[src/design/loader_pkg.sv]
// Shared widths, timing constants and memory state encoding
// The memory holds 2**MEM_AW beats of BEAT_W bits and wraps beyond that
// READ_LAT must be 2 or more, REFRESH_PERIOD a power of two
package loader_pkg;

    // Host byte address from the ioctl port
    localparam int IOCTL_AW = 26;

    // Beat geometry
    localparam int BEAT_W     = 64;
    localparam int BEAT_BYTES = BEAT_W / 8;
    localparam int LANE_W     = 3;

    // Beat address and burst length
    localparam int MEM_AW    = 8;
    localparam int MEM_DEPTH = 2 ** MEM_AW;
    localparam int BURST_W   = 5;

    // Memory timing
    localparam int READ_LAT       = 4;
    localparam int REFRESH_PERIOD = 16;

    // Counter widths derived from the timing above
    localparam int LAT_W  = $clog2(READ_LAT);
    localparam int RFSH_W = $clog2(REFRESH_PERIOD);

    // Wait count loaded on read acceptance so that the first beat lands
    // READ_LAT cycles after the accepting edge
    localparam logic [LAT_W-1:0]  LAT_LOAD = LAT_W'(READ_LAT - 2);
    localparam logic [RFSH_W-1:0] RFSH_MAX = RFSH_W'(REFRESH_PERIOD - 1);

    typedef enum logic [2:0] {
        IDLE,
        REFRESH,
        WRITE,
        READ_WAIT,
        READ_BURST
    } mem_state_t;

endpackage

[src/design/readback_stage.sv]
// Registers returned read beats and flags the last one of a burst
// start must coincide with read acceptance so the count is loaded
// before the first beat arrives
module readback_stage (
    input  logic                             clk,
    input  logic                             reset,

    input  logic                             start,
    input  logic [loader_pkg::BURST_W-1:0]   len,
    input  logic [loader_pkg::BEAT_W-1:0]    dout,
    input  logic                             dout_ready,

    output logic [loader_pkg::BEAT_W-1:0]    rd_data,
    output logic                             rd_valid,
    output logic                             rd_last,
    output logic                             burst_done
);

    // Beats still to come in the current burst
    logic [loader_pkg::BURST_W-1:0] remain;

    always_ff @(posedge clk) begin
        if (reset) begin
            remain   <= '0;
            rd_valid <= 1'b0;
            rd_last  <= 1'b0;
        end else begin
            rd_valid <= dout_ready;
            rd_last  <= dout_ready && (remain == 1);
            if (start) begin
                remain <= len;
            end else if (dout_ready) begin
                remain <= remain - 1'b1;
            end
        end
    end

    always_ff @(posedge clk) begin
        if (dout_ready) begin
            rd_data <= dout;
        end
    end

    // Releases rd_busy in the request stage
    assign burst_done = rd_last;

    // Memory must never return more beats than were asked for
    a_no_extra_beat: assert property (@(posedge clk) disable iff (reset)
        dout_ready |-> remain != '0);

endmodule

[config.mk]
export PLATFORM = sky130hd
export DESIGN_NAME = readback_stage
export DESIGN_NICKNAME = d
export VERILOG_FILES = /design/src/design/loader_pkg.sv /design/src/design/readback_stage.sv
export SDC_FILE = /design/constraint.sdc
export NUM_CORES = 1
export LEC_CHECK = 0
export ABC_AREA = 1
export BUFFER_PORTS_ARGS = -buffer_cell sky130_fd_sc_hd__buf_2
export CAP_MARGIN = 5
export CORE_ASPECT_RATIO = 0.5
export CORE_MARGIN = 2
export CORE_UTILIZATION = 43
export CTS_CLUSTER_DIAMETER = 150
export DETAILED_ROUTE_END_ITERATION = 6
export PLACE_DENSITY_LB_ADDON = 0.05
export SLEW_MARGIN = 20
export SYNTH_ARGS = -nofsm -noshare
export SYNTH_HDL_FRONTEND = slang
export SYNTH_SLANG_ARGS = --single-unit
[constraint.sdc]
create_clock -name clk -period 1.5 [get_ports clk]
set_input_delay 0.075 -clock clk [delete_from_list [all_inputs] [get_ports clk]]
set_output_delay 0.075 -clock clk [all_outputs]
set_load 0.05 [all_outputs]
# Yosys cells after proc, flatten, opt, wreduce, memory -nomap -nowiden
# Cells that the tools add are included.
[op_classes] n_addsub=1 n_eq_ne=1 mux=2 reduce_logical=2
[op_table] operator="5-bit two-way mux" n=2
[op_table] operator="5-bit by 1-bit equality test with 1-bit output, second input constant" n=1
[op_table] operator="5-bit by 1-bit subtractor with 5-bit output, second input constant" n=1
[op_table] operator="2-bit nonzero test" n=1
[op_table] operator="1-bit logical AND" n=1
[totals] register_bits=71 in_bits=73 output_inout_bits=67

# Logic depth before layout (Yosys ltp)
# Gate-level depths: netlist of the first run.
[depth] depth_word=3 ltp_mapped=6

# Worst setup path before layout of the first run
# Ideal clock, no wire load.
[synth_timing] path_type="flip-flop to flip-flop" from="register remain[0] (netlist bit)" to="register remain[2] (netlist bit)" setup_ns=0.123 arrival_ns=0.861 required_ns=1.377 slack_ns=0.516 stages_incl_launch_ff=6 period_less_slack_ns=0.984 path_cell_list="dfxtp_1 > inv_1 > ha_1 > xor2_1 > nand2_1 > a21oi_1"
[synth_between] elab_chain_len=3
[synth_rtl] element="start, declared" line="readback_stage.sv:20" text="logic [loader_pkg::BURST_W-1:0] remain;"
[synth_rtl] element="start signal, assigned" line="readback_stage.sv:31" text="remain <= len;"
[synth_rtl] element="start signal, assigned" line="readback_stage.sv:33" text="remain <= remain - 1'b1;"
[synth_rtl] element="5-bit by 1-bit subtractor with 5-bit output" line="readback_stage.sv:33"
[synth_rtl] element="5-bit two-way mux" line="readback_stage.sv:32" text="end else if (dout_ready) begin"
[synth_rtl] element="5-bit two-way mux" line="readback_stage.sv:30" text="if (start) begin"
# No other way between the ends. The select of a mux whose other input is x is not followed.
# A chain may end at the register's enable or synchronous reset.

# Worst setup path in the final report of the first run
# Same ends and word-level chain as after synthesis.

==> results of run 1 <==
## layout make-up
| class | instances | share of cell area |
|---|---|---|
| sequential | 71 | 0.521 |
| timing repair buffer | 206 | 0.347 |
| multi-input combinational | 34 | 0.0461 |
| clock buffer | 9 | 0.0313 |
| tap | 70 | 0.0221 |
| clock inverter | 6 | 0.0218 |
| inverter | 12 | 0.0114 |
## worst max-delay path, cell delays in order, from the launching register on
cell and delay, ns:
dfxtp_1 0.38, inv_1 0.07, ha_1 0.23, xor2_1 0.14, nand2_1 0.08, a21oi_1 0.15
## worst min path at each step
stage	from	end	slack (ns)
after floorplan	reset	remain[2]$_SDFFE_PP0P_	0.14
after global placement	dout[23]	rd_data[23]$_DFFE_PP_	0.25
after detailed placement	dout[6]	rd_data[6]$_DFFE_PP_	0.25
after CTS	dout_ready	rd_valid$_SDFF_PP0_	0.03
after global routing	dout_ready	rd_valid$_SDFF_PP0_	0.06
final	dout_ready	rd_valid$_SDFF_PP0_	0.05
## cells by family (layout without fill, tap and decap cells)
family | count (synthesis) | after routing | share of synthesized area
xor+xnor | 1 | 1 | 0.00379
simple gates | 23 | 23 | 0.0450
flops | 71 | 71 | 0.893
buf+inv | 14 | 233 | 0.0276
fa+ha+maj | 2 | 2 | 0.0108
compound gates | 8 | 8 | 0.0195
## repair_timing
| action | 4_1_cts | 5_1_grt |
|---|---|---|
| endpoints found under the setup margin | 0 | 0 |
| hold buffers | 65 | 0 |
| hold endpoints to repair | 68 | 0 |
## power by group through the flow
| stage | logic, mW | registers, mW | clock network [mW] |
|---|---|---|---|
| after floorplan | 0.0598 | 2.92 | 0 |
| after global placement | 0.831 | 2.40 | 0 |
| after detailed placement | 0.842 | 2.41 | 0 |
| after CTS | 0.974 | 2.36 | 1.63 |
| after global routing | 1.02 | 2.38 | 1.71 |
| final | 0.974 | 2.36 | 1.58 |
## layer usage
metal,vias to the layer above,share of wire
met1,802,0.37
met2,70,0.56
li1,867,-
met3,7,0.072
met5,-,0
met4,0,0.0068
## cell usage after synthesis (all sizes together)
| master | number | area, µm² |
|---|---|---|
| a21oi | 2 | 10.0 |
| a22oi | 2 | 15.0 |
| buf | 2 | 18.8 |
| clkinv | 1 | 3.75 |
| dfxtp | 7 | 140 |
| edfxtp | 64 | 1920 |
| ha | 2 | 25.0 |
| inv | 11 | 41.3 |
| nand2 | 8 | 32.5 |
| nand3 | 5 | 25.0 |
| nand4 | 1 | 6.26 |
| nor2 | 6 | 25.0 |
| nor3 | 3 | 15.0 |
| o21ai | 4 | 20.0 |
| xor2 | 1 | 8.76 |
## flip-flops by register name (all words and copies together) (netlist names)
register / flops
rd_data: 64
remain: 5
rd_valid: 1
burst_done: 1
==> results.md, run 1 <==
Outcome:
- The flow ran to the end, and the final reports show no timing, DRC or antenna violations.

Worst setup path:
- The critical path endpoint is remain[2]$_SDFFE_PP0P_.
- The arrival time at the worst endpoint is 1.37 ns.
- The worst reg2reg path endpoint is remain[2]$_SDFFE_PP0P_.
- The startpoint identified for the worst register-to-register timing path is remain[0]$_SDFFE_PP0P_.
- STA classifies the critical path startpoint as a flop.
- The worst register-to-register path has a setup slack of 0.39 ns.
- The endpoint class of the critical path is a flop.
- Tracing the worst setup path back leads to its startpoint at remain[0]$_SDFFE_PP0P_.
- The critical path start-end classification is flop to flop.
- The biggest fanout along the worst timing path is 4.
- The count of cells along the worst register-to-register path is 5.
- Data on the critical path is required at its endpoint by 1.76 ns.

Placement:
- The placer's final routability congestion estimate is 0.818.
- Including well taps, the total number of placed cells is 328.
- Summing all placed instances gives a cell area of 3100 µm².
- OpenSTA, run right after detailed placement, puts the worst setup slack at 0.408 ns.
- The estimated wirelength of the detail-placed design is 3400 µm.
- In this run the tool buffered the top-level ports with 139 buffer cells.

Power and ir drop:
- The power share of the sequential group is 0.480.
- The switching part of the total power is 0.279.
- The internal power of the cells totals 3.54 mW.
- The share of power burned in combinational logic is 0.198.
- The analysis attributes to net switching a power of 1.37 mW.
- The design draws 4.92 mW.
- The share of total power dissipated in the clock network is 0.322.
- The areal power density over the cells is 1240 nW/µm².
- VDD sags by at most 1.02 mV.
- The reported leakage power is 1.75 nW.

Timing:
- On the final layout, the worst clock skew is 0.00581 ns.
- Of the available clock period, the critical path in the final layout requires 0.740.
- The number of max-slew violations in the final report is 0.
- The count of final hold-check violations is 0.
- Across all hold checks on the routed design, the worst slack comes to 0.0522 ns.
- For the pin with the worst max-slew slack, the measured transition is 0.281 ns.
- Summed over all failing endpoints, the final setup total negative slack is 0 ns.
- Based on the critical path, the design can be clocked at up to 0.901 GHz.
- Setup repair after global routing left no endpoint under its margin.
- The setup slack of the critical path after layout is 0.391 ns.
- The final critical delay including setup and external delays is 1.11 ns.
- Setup violations remaining at the end of the flow were counted as 0.
- The worst slew margin relative to its limit is 0.813.

Routing:
- Across all layers, the routed design uses 1746 vias.
- The violation count after the first detailed-route iteration is 66.
- The post-route antenna net violation count is 0.
- Dividing the detail-routed wire length by the instance count gives 13.4 µm.
- The first TritonRoute pass finished after 4 iterations.
- After detailed routing, the total wire length is 5450 µm.
- The post-detailed-route via-to-cell ratio is 4.28.
- The post-route DRC violation count is 0.

Clock tree:
- The clock passes through at most 2 buffers.
- Counting the buffers created by CTS gives 9.
- The H-tree generated during clock tree synthesis spans 3 levels.
- Clock latency on the worst-skew pair, taken at its later pin, is 0.33 ns.
- In this run the post-CTS setup repair buffer count came out at 0.
- The clock transition time at the flip-flop clock pins of the worst setup and hold paths is 0.07 ns.
- The number of gates resized after CTS is 0.
- The TritonCTS clock tree is done.
- Counting every sink on the clock net gives 71.
- The root cell of the clock tree is clkbuf_8.

Final layout:
- The area of the multi-input gates is 183 µm².
- The net count of the finished layout is 409.
- The count of cells in the finished layout, fillers not included, comes to 408.
- The flip-flop and latch area is 2060 µm².
- From synthesis to final layout, the design area changed by 71.6%.
- The count of inserted antenna diode cells is 0.
- The library cell used most frequently in the layout, excluding fill and tap cells, is buf_2.
- Once layout is complete, the utilization of the core stands at 0.785.
- In the layout the commonest cells are buf_2 (139), dlygate4sd3_1 (65), edfxtp_1 (64), inv_1 (10), clkbuf_8 (9).
- The final standard cell area without fillers is 3960 µm².
- The fraction of final layout cells sized beyond drive strength 1 is 0.470.
- The fill cell total of the finished layout is 337.

Global routing:
- The first global-routing pass estimated 7960 µm of wire.
- For this run, global-route usage on met2 was measured as 0.348.
- In the global route stage, met1 resource usage came out at 0.180.
- Entering global routing, the biggest net connects 46 pins.
- The met3 track demand over resource in global routing is 0.0679.
- The via count of the first global-routing pass came to 1733.
- In the global route stage, overall resource usage came out at 0.181.
- The number of antenna violations at the first check in global routing was 0.
- The total congestion overflow after global routing is 0.
- The global routing stage identified its most utilized layer as met2.

Synth:
- For this run, the register share of the synthesized area comes to 0.893.
- A synthesized cell averages 19.4 µm².
- The number of synthesized register bits is 71.
- The number of nets in the synthesized netlist is 194.
- The cell count after synthesis is 119.
- The yosys synthesis warning count is 0.
- The post-synthesis cell type count is 19.
- The area of the mapped netlist is 2310 µm².

Die:
- The die covers 6010 µm².
- During I/O placement, the number of pins put on the boundary was 140.
- The initial utilization of the core area, before any placement, comes to 0.458.
- The chip height is 55.8 µm.
- In this run the standard cell core region covers 5040 µm².
- The floorplan step set the die width to 108 µm.
- The floorplan has 18 rows.

Run:
- The max capacitance violation total is 0.

Hold path:
- The classification of the worst-slack hold path is input port to flop.
- The depth of the worst hold-timing path is 3.
Power figures use the tool's default switching activity.
==> run 2, diff against run 1 <==
CORE_UTILIZATION = 38   (was 43)
clock period = 0.97 ns   (was 1.5 ns; I/O delays follow)
==> results.md, run 2 (synthesized netlist as in run 1, its figures left out) <==
Routing:
- The post-route DRC violation count is 0 (unchanged).
- The overall routed net length is 6060 µm (+11%).
- The post-detailed-route via-to-cell ratio was 4.40 (+2.7%).
- The number of detailed-routing iterations run before antenna repair is 4 (unchanged).
- The post-detailed-route wirelength per cell is 14.6 µm (+9.2%).
- The via count is 1829 (+4.8%).
- The violation count after the first detailed-route iteration is 46 (-30%).
- The post-route antenna net violation count was 0 (unchanged).

Power and ir drop:
- The switching part of the total power is 0.264 (-0.0153).
- The power after layout came to 8.84 mW (+80%).
- The clock network fraction of design power is 0.383 (+0.061).
- The worst vdd rail ir drop is 1.24 mV (+21%).
- The power share of the sequential group is 0.419 (-0.061).
- The areal power density over the cells is 2000 nW/µm² (+61%).
- The cell-internal power is 6.51 mW (+84%).
- The share of power burned in combinational logic was 0.198 (about the same).
- The switching power summed over all nets was 2.34 mW (+70%).
- The reported leakage power was 1.92 nW (+9.4%).

Clock tree:
- The level count of the clock H-tree is 3 (unchanged).
- The root cell of the clock tree is clkbuf_16.
- The maximum buffer depth of the clock tree is 2 (unchanged).
- The number of clock sinks seen by CTS is 71 (unchanged).
- The clock latency on the worst-skew pair is 0.33 ns (about the same).
- The clock transition time at the flip-flop clock pins of the worst setup and hold paths is 0.05 ns (-0.02 ns).
- The TritonCTS clock tree is done.
- The CTS buffer count is 9 (unchanged).

Global routing:
- The number of antenna violations at the first check in global routing is 0 (unchanged).
- The total track usage is 0.178 (-0.00308).
- The maximum number of pins on one net before global-route repair was 44 (-4.3%).
- The first-pass GRT wire length came to 8530 µm (+7.2%).
- The via count of the first global-routing pass is 1740 (+0.40%).
- The total congestion overflow after global routing came to 0 (unchanged).

Final layout:
- The end-of-flow core utilization was 0.783 (-0.00238).
- The fill cell total of the finished layout was 347 (+3.0%).
- The fraction of final layout cells sized beyond drive strength 1 is 0.501 (+0.0310).
- The count of inserted antenna diode cells came to 0 (unchanged).
- The largest registers in the layout are rd_data: 64 flops, remain: 5 flops.
- The most common library cell in the layout ignoring fill and taps is buf_2.
- Leaving out fill and tap cells, the most frequent cells in the layout are buf_2 (75), dlygate4sd3_1 (65), edfxtp_1 (64), buf_4 (37), buf_6 (31).
- The post-layout instance count excluding filler cells is 416 (+2.0%).
- The area growth from synthesis to layout is 91.9%.
- The post-layout net count is 413 (+0.98%).
- The most flop-heavy register is rd_data.
- The flip-flop count of the largest register after layout came to 64 (unchanged).

Placement:
- The number of placed cells counting well taps is 332 (+1.2%).
- The placer's final routability congestion estimate is 0.772 (-5.7%).
- The count of port buffers added during placement was 139 (unchanged).
- The estimated wirelength of the detail-placed design was 3450 µm (+1.6%).

Die:
- The effective utilization at floorplan is 0.408 (-0.0496).
- The count of boundary I/O pins was 140 (unchanged).
- The number of placement rows is 19 (+1).
- The die boundary width was 114 µm (+6.1%).
- The area of the die is 6750 µm² (+12%).
- The chip height is 59.1 µm (+5.9%).
- The core footprint is 5660 µm² (+12%).

Timing:
- The final worst clock skew is 0.00236 ns (-0.00345 ns).
- The smallest hold slack is 0.0257 ns (-0.0265 ns).
- The slew of the pin with the lowest slew margin is 0.263 ns (-0.0171 ns).
- The final critical delay including setup and external delays is 0.991 ns (-0.119 ns).
- The count of final hold-check violations is 0 (unchanged).
- The maximum achievable frequency is 1.01 GHz (+12%).
- The accumulated negative setup slack is -0.0343 ns (-0.0343 ns).
- The post-route clock period utilization is 1.02 (+0.282).
- The final number of setup-violating endpoints came to 2 (+2).
- The setup slack of the critical path after layout came to -0.0207 ns (-0.411 ns).
- The number of max-slew violations in the final report is 0 (unchanged).
- The worst slew margin relative to its limit is 0.826 (+0.0126).
- Setup repair after global routing could not meet its margin everywhere.

Worst setup path:
- The endpoint class of the critical path is a flop.
- The biggest fanout along the worst timing path is 2 (-2).
- The kind of launch point of the worst setup path is a flop.
- The data required time of the worst path is 1.19 ns (-0.57 ns).
- The arrival time at the worst endpoint came to 1.21 ns (-0.16 ns).
- The worst setup path is of the flop to flop kind.

Outcome:
- The final reports fail on negative setup slack.
- The run finished, with violations left.

Run:
- The max capacitance violation total came to 0 (unchanged).

Hold path:
- The worst hold path belongs to the class input port to flop.
-- run 2: cell types whose count changed in the layout (fill, tap and decap cells not counted), moves of 2 or more --
cell / change
clkbuf_8: -9
dfxtp_2: +2
inv_1: -2
clkinv_1: +2
buf_2: -64
dfxtp_1: -2
buf_6: +31
buf_4: +36
clkbuf_16: +9
inv_2: +2
-- run 2: power by group through the flow --
| stage | sequential (mW) | combinational (mW) | clock, mW |
|---|---|---|---|
| after floorplan | 4.51 | 0.0926 | 0 |
| after global placement | 3.71 | 1.30 | 0 |
| after detailed placement | 3.72 | 1.31 | 0 |
| after CTS | 3.67 | 1.60 | 3.48 |
| after global routing | 3.72 | 1.83 | 3.61 |
| final | 3.70 | 1.75 | 3.39 |
-- run 2: worst paths after layout --
check	startpoint	end	slack, ns	cells past startpoint
max	remain[1]$_SDFFE_PP0P_	remain[1]$_SDFFE_PP0P_	-0.02	5
min	len[3]	remain[3]$_SDFFE_PP0P_	0.03	5
max reg2reg	remain[1]$_SDFFE_PP0P_	remain[1]$_SDFFE_PP0P_	-0.02	5
min reg2reg	remain[3]$_SDFFE_PP0P_	burst_done$_SDFF_PP0_	0.59	3
-- run 2: repair_timing --
item,4_1_cts,5_1_grt
hold buffers,65,0
pin swaps,2,3
endpoints found under the hold margin,68,0
buffers inserted,3,0
endpoints found under the setup margin,30,64
gates resized for setup,35,110
-- run 2: metrics by stage --
stage / area (µm²) / worst slack (ns)
2_1_floorplan: 2310 / 0.0182
3_3_place_gp: 3130 / -0.0170
3_5_place_dp: 3130 / -0.0363
4_1_cts: 4210 / -0.0163
5_1_grt: 4430 / -0.0859
6_report: 4430 / -0.0207
-- run 2: area by class of cell --
class / count / area (µm²) / area share
multi-input cells: 34 / 223 / 0.0503
repair buffers: 210 / 1690 / 0.382
clock buffers: 9 / 225 / 0.0508
clock inverters: 7 / 87.6 / 0.0198
inverters: 12 / 45.0 / 0.0102
flip-flops and latches: 71 / 2060 / 0.466
well taps: 73 / 91.3 / 0.0206
-- run 2: metal layers --
| layer | global-route usage | up-vias | wire length (µm) |
|---|---|---|---|
| met4 | 0.0679 | 0 | 41 |
| li1 | - | 871 | - |
| met3 | 0.0787 | 5 | 434 |
| met1 | 0.183 | 872 | 2130 |
| met5 | 0 | - | 0 |
| met2 | 0.329 | 81 | 3460 |
-- run 2: critical path: stages (launching register included) --
cell and delay, ns:
dfxtp_2 0.36, inv_2 0.06, ha_4 0.26, o21ai_2 0.04, o21ai_1 0.11, inv_1 0.05
