<file path="config.mk">
export PLATFORM = sky130hd
export DESIGN_NAME = mem_request_stage_flat
export DESIGN_NICKNAME = d
export VERILOG_FILES = /design/src/design/loader_pkg.sv /design/src/design/mem_req_if.sv /design/src/design/mem_request_stage.sv /design/src/flat_wrapper.sv
export SDC_FILE = /design/constraint.sdc
export NUM_CORES = 1
export LEC_CHECK = 0
export ABC_AREA = 1
export BUFFER_PORTS_ARGS = -buffer_cell sky130_fd_sc_hd__buf_2
export CORE_MARGIN = 2
export CORE_UTILIZATION = 30
export CTS_CLUSTER_SIZE = 12
export DETAILED_ROUTE_END_ITERATION = 8
export PLACE_DENSITY = 0.74
export SETUP_SLACK_MARGIN = 0.3
export SYNTH_ARGS = -nofsm -noshare
export SYNTH_HDL_FRONTEND = slang
export SYNTH_SLANG_ARGS = --single-unit
</file>
<file path="constraint.sdc">
create_clock -name clk -period 3.4 [get_ports clk]
set_clock_uncertainty 0.05 [all_clocks]
set_input_delay 0 -clock clk [delete_from_list [all_inputs] [get_ports clk]]
set_output_delay 0 -clock clk [all_outputs]
set_load 0.005 [all_outputs]
</file>
<file path="src/design/loader_pkg.sv">
// Shared widths, timing constants and memory state encoding
// The memory holds 2**MEM_AW beats of BEAT_W bits and wraps beyond that
// READ_LAT must be 2 or more, REFRESH_PERIOD a power of two
package loader_pkg;

    // Host byte address from the ioctl port
    localparam int IOCTL_AW = 26;

    // Beat geometry
    localparam int BEAT_W     = 64;
    localparam int BEAT_BYTES = BEAT_W / 8;
    localparam int LANE_W     = 3;

    // Beat address and burst length
    localparam int MEM_AW    = 8;
    localparam int MEM_DEPTH = 2 ** MEM_AW;
    localparam int BURST_W   = 5;

    // Memory timing
    localparam int READ_LAT       = 4;
    localparam int REFRESH_PERIOD = 16;

    // Counter widths derived from the timing above
    localparam int LAT_W  = $clog2(READ_LAT);
    localparam int RFSH_W = $clog2(REFRESH_PERIOD);

    // Wait count loaded on read acceptance so that the first beat lands
    // READ_LAT cycles after the accepting edge
    localparam logic [LAT_W-1:0]  LAT_LOAD = LAT_W'(READ_LAT - 2);
    localparam logic [RFSH_W-1:0] RFSH_MAX = RFSH_W'(REFRESH_PERIOD - 1);

    typedef enum logic [2:0] {
        IDLE,
        REFRESH,
        WRITE,
        READ_WAIT,
        READ_BURST
    } mem_state_t;

endpackage

</file>
<file path="src/design/mem_req_if.sv">
// Command channel from the request stage into the burst memory
// A command stays steady while rd or wr is high and is taken on a
// rising edge where busy is low. Writes are always a single beat
interface mem_req_if;

    // Command strobes that are never both high
    logic                                rd;
    logic                                wr;

    // Beat address and beat count for reads
    logic [loader_pkg::MEM_AW-1:0]       addr;
    logic [loader_pkg::BURST_W-1:0]      burstcnt;

    // Write payload with one enable per byte lane
    logic [loader_pkg::BEAT_W-1:0]       din;
    logic [loader_pkg::BEAT_BYTES-1:0]   be;

    // Memory cannot take a command this cycle
    logic                                busy;

    modport host (
        output rd, wr, addr, burstcnt, din, be,
        input  busy
    );

    modport mem (
        input  rd, wr, addr, burstcnt, din, be,
        output busy
    );

endinterface

</file>
<file path="src/design/mem_request_stage.sv">
// Turns ioctl byte writes and readback requests into memory commands
// A byte is written as one beat with the byte in every lane and a one-hot
// enable. Address bits above LANE_W+MEM_AW are ignored
// rd_len is the beat count minus one and must stay below 16
// A write is not taken while a read is in flight, and the other way round
module mem_request_stage (
    input  logic                              clk,
    input  logic                              reset,

    // ROM download
    input  logic                              downloading,
    input  logic [loader_pkg::IOCTL_AW-1:0]   ioctl_addr,
    input  logic [7:0]                        ioctl_dout,
    input  logic                              ioctl_wr,
    output logic                              dwnld_busy,

    // Readback request
    input  logic                              rd_req,
    input  logic [loader_pkg::MEM_AW-1:0]     rd_addr,
    input  logic [loader_pkg::BURST_W-1:0]    rd_len,
    output logic                              rd_busy,
    input  logic                              burst_done,

    mem_req_if.host                           req
);

    logic take_wr;
    logic take_rd;
    logic accepted;

    assign take_wr  = downloading && ioctl_wr && !dwnld_busy && !rd_busy;
    assign take_rd  = rd_req && !downloading && !rd_busy && !dwnld_busy;

    // Same acceptance rule the memory applies
    assign accepted = (req.rd || req.wr) && !req.busy;

    // Strobes and busy levels
    always_ff @(posedge clk) begin
        if (reset) begin
            req.wr     <= 1'b0;
            req.rd     <= 1'b0;
            dwnld_busy <= 1'b0;
            rd_busy    <= 1'b0;
        end else begin
            if (accepted) begin
                req.wr <= 1'b0;
                req.rd <= 1'b0;
            end
            // Download side frees up as soon as the beat is taken
            if (accepted && req.wr) begin
                dwnld_busy <= 1'b0;
            end
            // Read side waits for the final beat
            if (burst_done) begin
                rd_busy <= 1'b0;
            end
            if (take_wr) begin
                req.wr     <= 1'b1;
                dwnld_busy <= 1'b1;
            end
            if (take_rd) begin
                req.rd  <= 1'b1;
                rd_busy <= 1'b1;
            end
        end
    end

    // Command payload loaded only when a new command is taken
    always_ff @(posedge clk) begin
        if (take_wr) begin
            req.addr     <= ioctl_addr[loader_pkg::LANE_W +: loader_pkg::MEM_AW];
            req.burstcnt <= {{(loader_pkg::BURST_W-1){1'b0}}, 1'b1};
            req.din      <= {loader_pkg::BEAT_BYTES{ioctl_dout}};
            req.be       <= {{(loader_pkg::BEAT_BYTES-1){1'b0}}, 1'b1}
                            << ioctl_addr[loader_pkg::LANE_W-1:0];
        end else if (take_rd) begin
            req.addr     <= rd_addr;
            req.burstcnt <= rd_len + 1'b1;
            req.be       <= '0;
        end
    end

    // Reads and writes share one payload, so they must never overlap
    a_one_cmd: assert property (@(posedge clk) disable iff (reset)
        !(req.wr && req.rd));

endmodule

</file>
<file path="src/flat_wrapper.sv">
// flat-port wrapper written by rule: the top's interface ports become plain ports
module mem_request_stage_flat 
  (clk, reset, downloading, ioctl_addr, ioctl_dout, ioctl_wr, dwnld_busy, rd_req, rd_addr, rd_len, rd_busy, burst_done, req_rd, req_wr, req_addr, req_burstcnt, req_din, req_be, req_busy);
  mem_req_if req_i ();
  input  logic clk;
  input  logic reset;
  input  logic downloading;
  input  logic [loader_pkg::IOCTL_AW-1:0] ioctl_addr;
  input  logic [7:0] ioctl_dout;
  input  logic ioctl_wr;
  output logic dwnld_busy;
  input  logic rd_req;
  input  logic [loader_pkg::MEM_AW-1:0] rd_addr;
  input  logic [loader_pkg::BURST_W-1:0] rd_len;
  output logic rd_busy;
  input  logic burst_done;
  output wire logic [$bits(req_i.rd)-1:0] req_rd;
  output wire logic [$bits(req_i.wr)-1:0] req_wr;
  output wire logic [$bits(req_i.addr)-1:0] req_addr;
  output wire logic [$bits(req_i.burstcnt)-1:0] req_burstcnt;
  output wire logic [$bits(req_i.din)-1:0] req_din;
  output wire logic [$bits(req_i.be)-1:0] req_be;
  input wire logic [$bits(req_i.busy)-1:0] req_busy;
  assign req_rd = req_i.rd;
  assign req_wr = req_i.wr;
  assign req_addr = req_i.addr;
  assign req_burstcnt = req_i.burstcnt;
  assign req_din = req_i.din;
  assign req_be = req_i.be;
  assign req_i.busy = req_busy;
  mem_request_stage u_core (.clk(clk), .reset(reset), .downloading(downloading), .ioctl_addr(ioctl_addr), .ioctl_dout(ioctl_dout), .ioctl_wr(ioctl_wr), .dwnld_busy(dwnld_busy), .rd_req(rd_req), .rd_addr(rd_addr), .rd_len(rd_len), .rd_busy(rd_busy), .burst_done(burst_done), .req(req_i));
endmodule
</file>
; Word-level counts from Yosys, hierarchy flattened
; Index checks and enable logic that the tools add are counted.
[word_totals]
ff_bits = 89
input_bits = 54
out_inout_bits = 89
[classes]
addsub = 1
n_shift = 1
n_mux = 11
n_reduce_logical = 18
[op_table]
columns = operator, n
row1 = $mux 8, 4
row2 = $reduce_bool 2->1, 5
row3 = $logic_and 1x1->1, 8
row4 = $shl 1x3->8 const A, 1
row5 = $mux 1, 7
row6 = $add 5x1->5 const B, 1
row7 = $logic_not 1->1, 4
row8 = $logic_or 1x1->1, 1

; Longest topological paths before layout
; Gate-level depths: netlist of run 1.
[logic_depth]
depth_word = 6
mapped_depth = 7
mapped_depth_nobuf = 7

; Worst setup path after synthesis of run 1
; Ideal clock, no wire load.
[synth_path]
path_type = register to register
startpoint = register u_core.dwnld_busy
endpoint = register u_core.req.addr[0] (enable)
arrival_ps = 1120
t_required_ps = 2978
setup_slack_ps = 1858
path_stages_with_launch = 7
path_buffers = 1
period_less_slack_ps = 1542
cell_sequence = dfxtp_1 inv_1 nand2_2 nor2_4 inv_2 buf_6 nand2_1
[synth_via]
elab_chain_len = 4
elab_cells_between_ends = 5
[synth_lines]
columns = element, line_no
row1 = "start, declared", mem_request_stage.sv:15  ; output logic dwnld_busy,
row2 = "start signal, assigned", mem_request_stage.sv:42  ; dwnld_busy <= 1'b0;
row3 = "start signal, assigned", mem_request_stage.sv:51  ; dwnld_busy <= 1'b0;
row4 = "start signal, assigned", mem_request_stage.sv:59  ; dwnld_busy <= 1'b1;
row5 = $logic_not 1->1 *, "mem_request_stage.sv:31, mem_request_stage.sv:32"
row6 = $logic_and 1x1->1 (2 in a row), mem_request_stage.sv:31  ; assign take_wr = downloading && ioctl_wr && !dwnld_busy && !rd_busy;
row7 = $reduce_bool 2->1 (no source line) *, -
row8 = "end signal, assigned", mem_request_stage.sv:71  ; req.addr <= ioctl_addr[loader_pkg::LANE_W +: loader_pkg::MEM_AW];
row9 = "end signal, assigned", mem_request_stage.sv:77  ; req.addr <= rd_addr;
row10 = "end, declared", mem_req_if.sv:22  ; output rd, wr, addr, burstcnt, din, be,
; Mark *: on every way between the ends. The rest lies on a longest branch, timed or not.
; A chain may end at the register's enable or synchronous reset.

; Worst setup path after layout of run 1
[layout_path]
startpoint = register u_core.dwnld_busy
endpoint = register u_core.req.addr[0], data pin
[layout_via]
elab_chain_len = 4
[layout_lines]
columns = element, line_no
row1 = $logic_not 1->1, mem_request_stage.sv:31
row2 = $logic_and 1x1->1 (2 in a row), mem_request_stage.sv:31
row3 = $mux 8, mem_request_stage.sv:70  ; if (take_wr) begin
; Every way passes these cells.

==> impl_metrics.toml, run 1 <==
[synthesis]
synth_area_sq_mm = 0.00176
synth_area_leader_cell = "edfxtp_1"
yosysWarnings = 0
synth_seq_area_share_pct = 51.1
ys_top_cells_by_area = "edfxtp_1 41%, buf_4 24%, dfxtp_1 10%, nand2_1 10%, inv_1 3.0%"
ys_ff_latch = 33
yosys.area.top_type_share_pct = 40.9
avgSynthCellArea_sq_um = 9.33
synth_fp_nets = 244
ys_types = 17
syn_inst = 189

[timing]
fmax_ghz = 0.445
fin_crit_sh_pct = 66.0
finalSetupViolCount = 0
rsz0062_at_grt = "false"
finalWorstSetupSlack_ns = 1.15
relSlewSlack_pct = 55.5
drv_slew = 0
worst_pin_slew_ns = 0.666
setup_tns_ns = 0
hold_viol_final = 0
final.min_clock_period_ns = 2.25

[grt]
grt_pass1_vias = 1319
grt_max_degree = 20
grt_usage_pct = 12.0
grt_pass1_wl_um = 5840
grt-ovfl-total = 0
antenna_found_initial = 0

[cts]
cts_tree = "yes"
cts_buffer_depth = 2
clkLatencyLatePin_ns = 0.28
clock_sinks = 33
htreeDepth = 2
path_clk_slew_ns = 0.07
cts_root_buf = "clkbuf_8"
cts-resized-gates = 0
numCtsBuffers = 5

[final_layout]
nFillCells = 558
final_util_pct = 43.7
area_growth_pct = 39.1
drive_gt1_share_pct = 46.6
antenna_cells = 0
final_cells = 368
fin_area_sq_mm = 0.00245
nets = 350

[worst_setup_path]
crit_chain = "inv_1, nand2_2, nor2_4, inv_2, nand2_1, nand2_1, dlygate4sd3_1"
cp_max_fo = 19
start_kind = "register"
slowest_stage = "dlygate4sd3_1"
crit_type = "reg2reg"
cpMostUsedCell = "nand2_1"
critPathCaptureType = "register"
arrival_ns = 2.23
required_ns = 3.38
slowest_delay_ns = 0.55

[pwr]
irDropWorstVdd_mv = 0.212
powerDensity_mw_per_mm2 = 424
power_leakage_uw = 0.00126

[floorplan]
initial_utilization_pct = 31.4
core_area_sq_mm = 0.00561
boundaryPins = 143
fp.dieH_um = 80.7
core.rowCount = 27
die_w_um = 80.7
die_area_sq_mm = 0.00651

[routing]
wl_um = 4070
drt_iter0_markers = 34
drc_errors = 0
wl_per_cell_um = 11.0
vias = 1497
first_pass_iters = 4
routed_via_density = 4.07
postRouteAntennaNets = 0

[placed_design]
placed_cell_area_sq_mm = 0.00205
pre_cts_slack_ns = 1.16
dp.cells = 330
gp_congestion = 0.682
portBuffers = 127
hpwl_um = 2840

[outcome]
outcome = "finished, final reports clean"

[job]
drv_cap = 0

[worst_hold_path]
hp-class = "in2reg"
==> state kept, by name (all words and copies together) (netlist names) <==
name and flops:
u_core.req.wr 1, u_core.req.be 8, u_core.dwnld_busy 1, u_core.rd_busy 1, u_core.req.rd 1, u_core.req.addr 8
u_core.req.burstcnt 5, u_core.req.din 8
==> final cells by class <==
class | instances | area [sq um] | share of cell area (%)
inverter | 16 | 60.1 | 2.45
multi-input combinational | 82 | 359 | 14.6
clock buffer | 6 | 72.6 | 2.96
timing repair buffer | 157 | 936 | 38.2
sequential | 33 | 901 | 36.7
tap | 72 | 90.1 | 3.67
clock inverter | 2 | 33.8 | 1.38
==> synth_stat cells <==
cell type and number:
dfxtp_1 9, ha_1 1, nor2_4 1, nor2_1 13
inv_2 2, edfxtp_1 24, nand4_1 2, buf_4 56
a21oi_1 3, inv_1 14, nand3_1 4, nor3_1 8
nand2_2 1, buf_6 2, nand2_4 1, nand2_1 47
o21ai_0 1
==> path summary, 6_finish.rpt <==
| kind | depth (start not counted) | slack (ns) | start | end |
|---|---|---|---|---|
| max reg2reg | 7 | 1.15 | u_core.dwnld_busy | u_core.req.addr[0] |
| min reg2reg | 2 | 0.42 | u_core.req.rd | u_core.req.rd |
| max | 7 | 1.15 | u_core.dwnld_busy | u_core.req.addr[0] |
| min | 2 | 0.01 | ioctl_addr[1] | u_core.req.be[5] |
==> report_power, final <==
group / switching [uW] / internal (uW) / total, uW
Sequential: 20.4 / 474 / 494
Combinational: 89.5 / 101 / 191
Clock: 138 / 216 / 354
==> metal layers <==
layer | GRT usage, % | up-vias | routed length (um)
li1 | - | 753 | -
met1 | 13.1 | 644 | 1650
met2 | 21.6 | 95 | 1960
met3 | 4.49 | 5 | 422
met4 | 3.05 | 0 | 32
met5 | 0 | - | 0
==> through the flow <==
| stage | power, uW | hold slack (ns) |
|---|---|---|
| after detailed placement | 663 | 0.128 |
| after floorplan | 603 | 0.0191 |
| final | 1040 | 0.0149 |
| after global placement | 658 | 0.128 |
| after global routing | 1100 | 0.0108 |
| after CTS | 1050 | 0.00149 |
==> kinds of logic after synthesis <==
group                      Yosys count  share of synthesized area, %
AOI/OAI and AO/OA                    4                          1.14
DFF                                 33                          51.1
adders and majority gates            1                         0.710
and+or+nand+nor                     77                          18.5
buffers and inverters               74                          28.5
==> worst max-delay path, delay by kind of cell, from the launching register on <==
kind / cells / cell delay [ns]
buffers and inverters: 3 / 0.90
flip-flops: 1 / 0.34
AND/OR/NAND/NOR: 4 / 0.71
==> what timing repair did <==
| action | in CTS | in global routing |
|---|---|---|
| endpoints found under the setup margin | 0 | 0 |
| endpoints found under the hold margin | 22 | 0 |
| hold buffers | 30 | 0 |
| setup buffers | 0 | 0 |
==> cell usage in the layout (no fill, tap or decap), types with 2 or more instances in the layout <==
cell / instances
a21oi_1: 3
buf_2: 127
clkbuf_8: 5
dfxtp_1: 9
dlygate4sd3_1: 30
edfxtp_1: 24
inv_1: 14
inv_2: 2
nand2_1: 47
nand3_1: 4
nand4_1: 2
nor2_1: 13
nor3_1: 8
Power figures use the tool's default switching activity.
==> inputs of run 2 (changes only) <==
==> constraint.sdc (replaced) <==
create_clock -name clk -period 2.15 [get_ports clk]
set_clock_uncertainty 0.05 [all_clocks]
set_input_delay 0 -clock clk [delete_from_list [all_inputs] [get_ports clk]]
set_output_delay 0 -clock clk [all_outputs]
set_load 0.005 [all_outputs]
==> impl_metrics.toml, run 2 (synthesis gave the netlist of run 1 again) <==
[job]
drv_cap = 0

[cts]
clock_sinks = 33
numCtsBuffers = 5
cts_root_buf = "clkbuf_8"
cts_buffer_depth = 2
htreeDepth = 2
clkLatencyLatePin_ns = 0.27
cts_tree = "yes"
path_clk_slew_ns = 0.07
post_cts.repair.setup_buffers = 0

[worst_setup_path]
cp_max_fo = 16
r2r_slack_ns = 0.44
cpMostUsedCell = "nand2_1"
crit_type = "reg2reg"
arrival_ns = 1.69
slowest_delay_ns = 0.56
path_buf_inv = 3
slowest_stage = "dlygate4sd3_1"
required_ns = 2.12
rr_worst_depth = 7
critPathCaptureType = "register"
r2r_start = "u_core.dwnld_busy"
rr_endpoint = "u_core.req.addr[2]"
cp_top_family = "buffers and inverters"
crit_chain = "inv_1, nand2_2, nor2_4, inv_2, nand2_1, nand2_1, dlygate4sd3_1"
start_kind = "register"

[grt]
grt_usage_pct = 12.0
antenna_found_initial = 0
grt_max_degree = 19
grt-ovfl-total = 0
grt_pass1_wl_um = 5840
grt_pass1_vias = 1324

[timing]
fin_crit_sh_pct = 79.7
relSlewSlack_pct = 73.4
finalSetupViolCount = 0
hold_viol_final = 0
rsz0062_at_grt = "false"
fmax_ghz = 0.583
drv_slew = 0
worst_pin_slew_ns = 0.398
setup_tns_ns = 0
final.min_clock_period_ns = 1.71

[worst_hold_path]
hold_start = "ioctl_addr[0]"
whs_path_depth = 2
worst_hold_path.endpoint = "u_core.req.be[2]"
hp-class = "in2reg"

[final_layout]
drive_gt1_share_pct = 47.0
antenna_cells = 0
top_regs = "u_core.req.addr: 8 flops, u_core.req.be: 8 flops, u_core.req.din: 8 flops"
area_growth_pct = 39.1
nets = 353
final_cell_mix = "127 x buf_2, 47 x nand2_1, 31 x dlygate4sd3_1, 24 x edfxtp_1, 14 x inv_1"
layout_commonest_cell = "buf_2"
final_util_pct = 43.7

[routing]
routed_via_density = 4.06
wl_per_cell_um = 10.5
wl_um = 3900
drc_errors = 0
vias = 1503
first_pass_iters = 6
postRouteAntennaNets = 0
drt_iter0_markers = 37

[pwr]
powerDensity_mw_per_mm2 = 617
power_leakage_uw = 0.00126
irDropWorstVdd_mv = 0.334

[floorplan]
core.rowCount = 27
die_w_um = 80.7
fp.dieH_um = 80.7
boundaryPins = 143
initial_utilization_pct = 31.4
core_area_sq_mm = 0.00561
die_area_sq_mm = 0.00651

[placed_design]
hpwl_um = 2800
gp_congestion = 0.685
portBuffers = 127

[outcome]
outcome = "finished, final reports clean"
==> run 2: cell types whose count changed in the layout (fill, tap and decap cells not counted) <==
cell | before | now
buf_4 | 0 | 1
dfxtp_1 | 9 | 8
bufinv_16 | 1 | 0
buf_6 | 0 | 1
dlygate4sd3_1 | 30 | 31
dfxtp_2 | 0 | 1
==> run 2: how the worst max path moves through the flow <==
stage | start | end | cells after the start
6_report | u_core.dwnld_busy | u_core.req.addr[2] | 7
5_1_grt | u_core.dwnld_busy | u_core.req.addr[2] | 7
4_1_cts | u_core.dwnld_busy | u_core.req.addr[5] | 7
3_5_place_dp | u_core.rd_busy | u_core.req.be[4] | 4
3_3_place_gp | u_core.rd_busy | u_core.req.be[4] | 4
2_1_floorplan | u_core.dwnld_busy | u_core.req.addr[0] | 6
==> run 2: timing repair <==
| action | in CTS | in global routing |
|---|---|---|
| hold buffers | 31 | 0 |
| endpoints found under the hold margin | 23 | 0 |
| setup endpoints to repair | 0 | 8 |
| resized for setup | 0 | 2 |
==> run 2: metrics by stage <==
stage | power, uW | instance area (sq um) | std cells | hold slack (ns) | worst slack [ns]
global placement | 1040 | 2060 | 332 | 0.128 | 0.773
finish | 1510 | 2450 | 370 | 0.0208 | 0.436
floorplan | 953 | 1760 | 189 | 0.0191 | 0.608
detailed placement | 1050 | 2060 | 332 | 0.128 | 0.738
global route | 1610 | 2450 | 370 | 0.0181 | 0.322
CTS | 1540 | 2450 | 370 | 0.00378 | 0.370
==> run 2: cell type report <==
cell class,count,area (sq um)
Tap cell,72,90.1
Inverter,16,60.1
Clock buffer,6,72.6
Clock inverter,1,3.75
Sequential cell,33,902
Timing Repair Buffer,160,965
Fill cell,540,3160
Multi-Input combinational cell,82,359
==> run 2: report_power, final <==
| part | leakage, uW | total (uW) | switching (uW) | internal (uW) |
|---|---|---|---|---|
| sequential | 0.000304 | 778 | 29.5 | 748 |
| clock | 0.0000387 | 425 | 207 | 218 |
| combinational | 0.000922 | 310 | 144 | 166 |
==> run 2: metal layers <==
metal,track usage [%],share of wire [%],routed length [um],up-vias
li1,-,-,-,759
met1,13.6,41,1590,653
met2,21.2,49,1900,89
met3,4.04,10,400,2
met4,3.56,0.26,10,0
met5,0,0,0,-
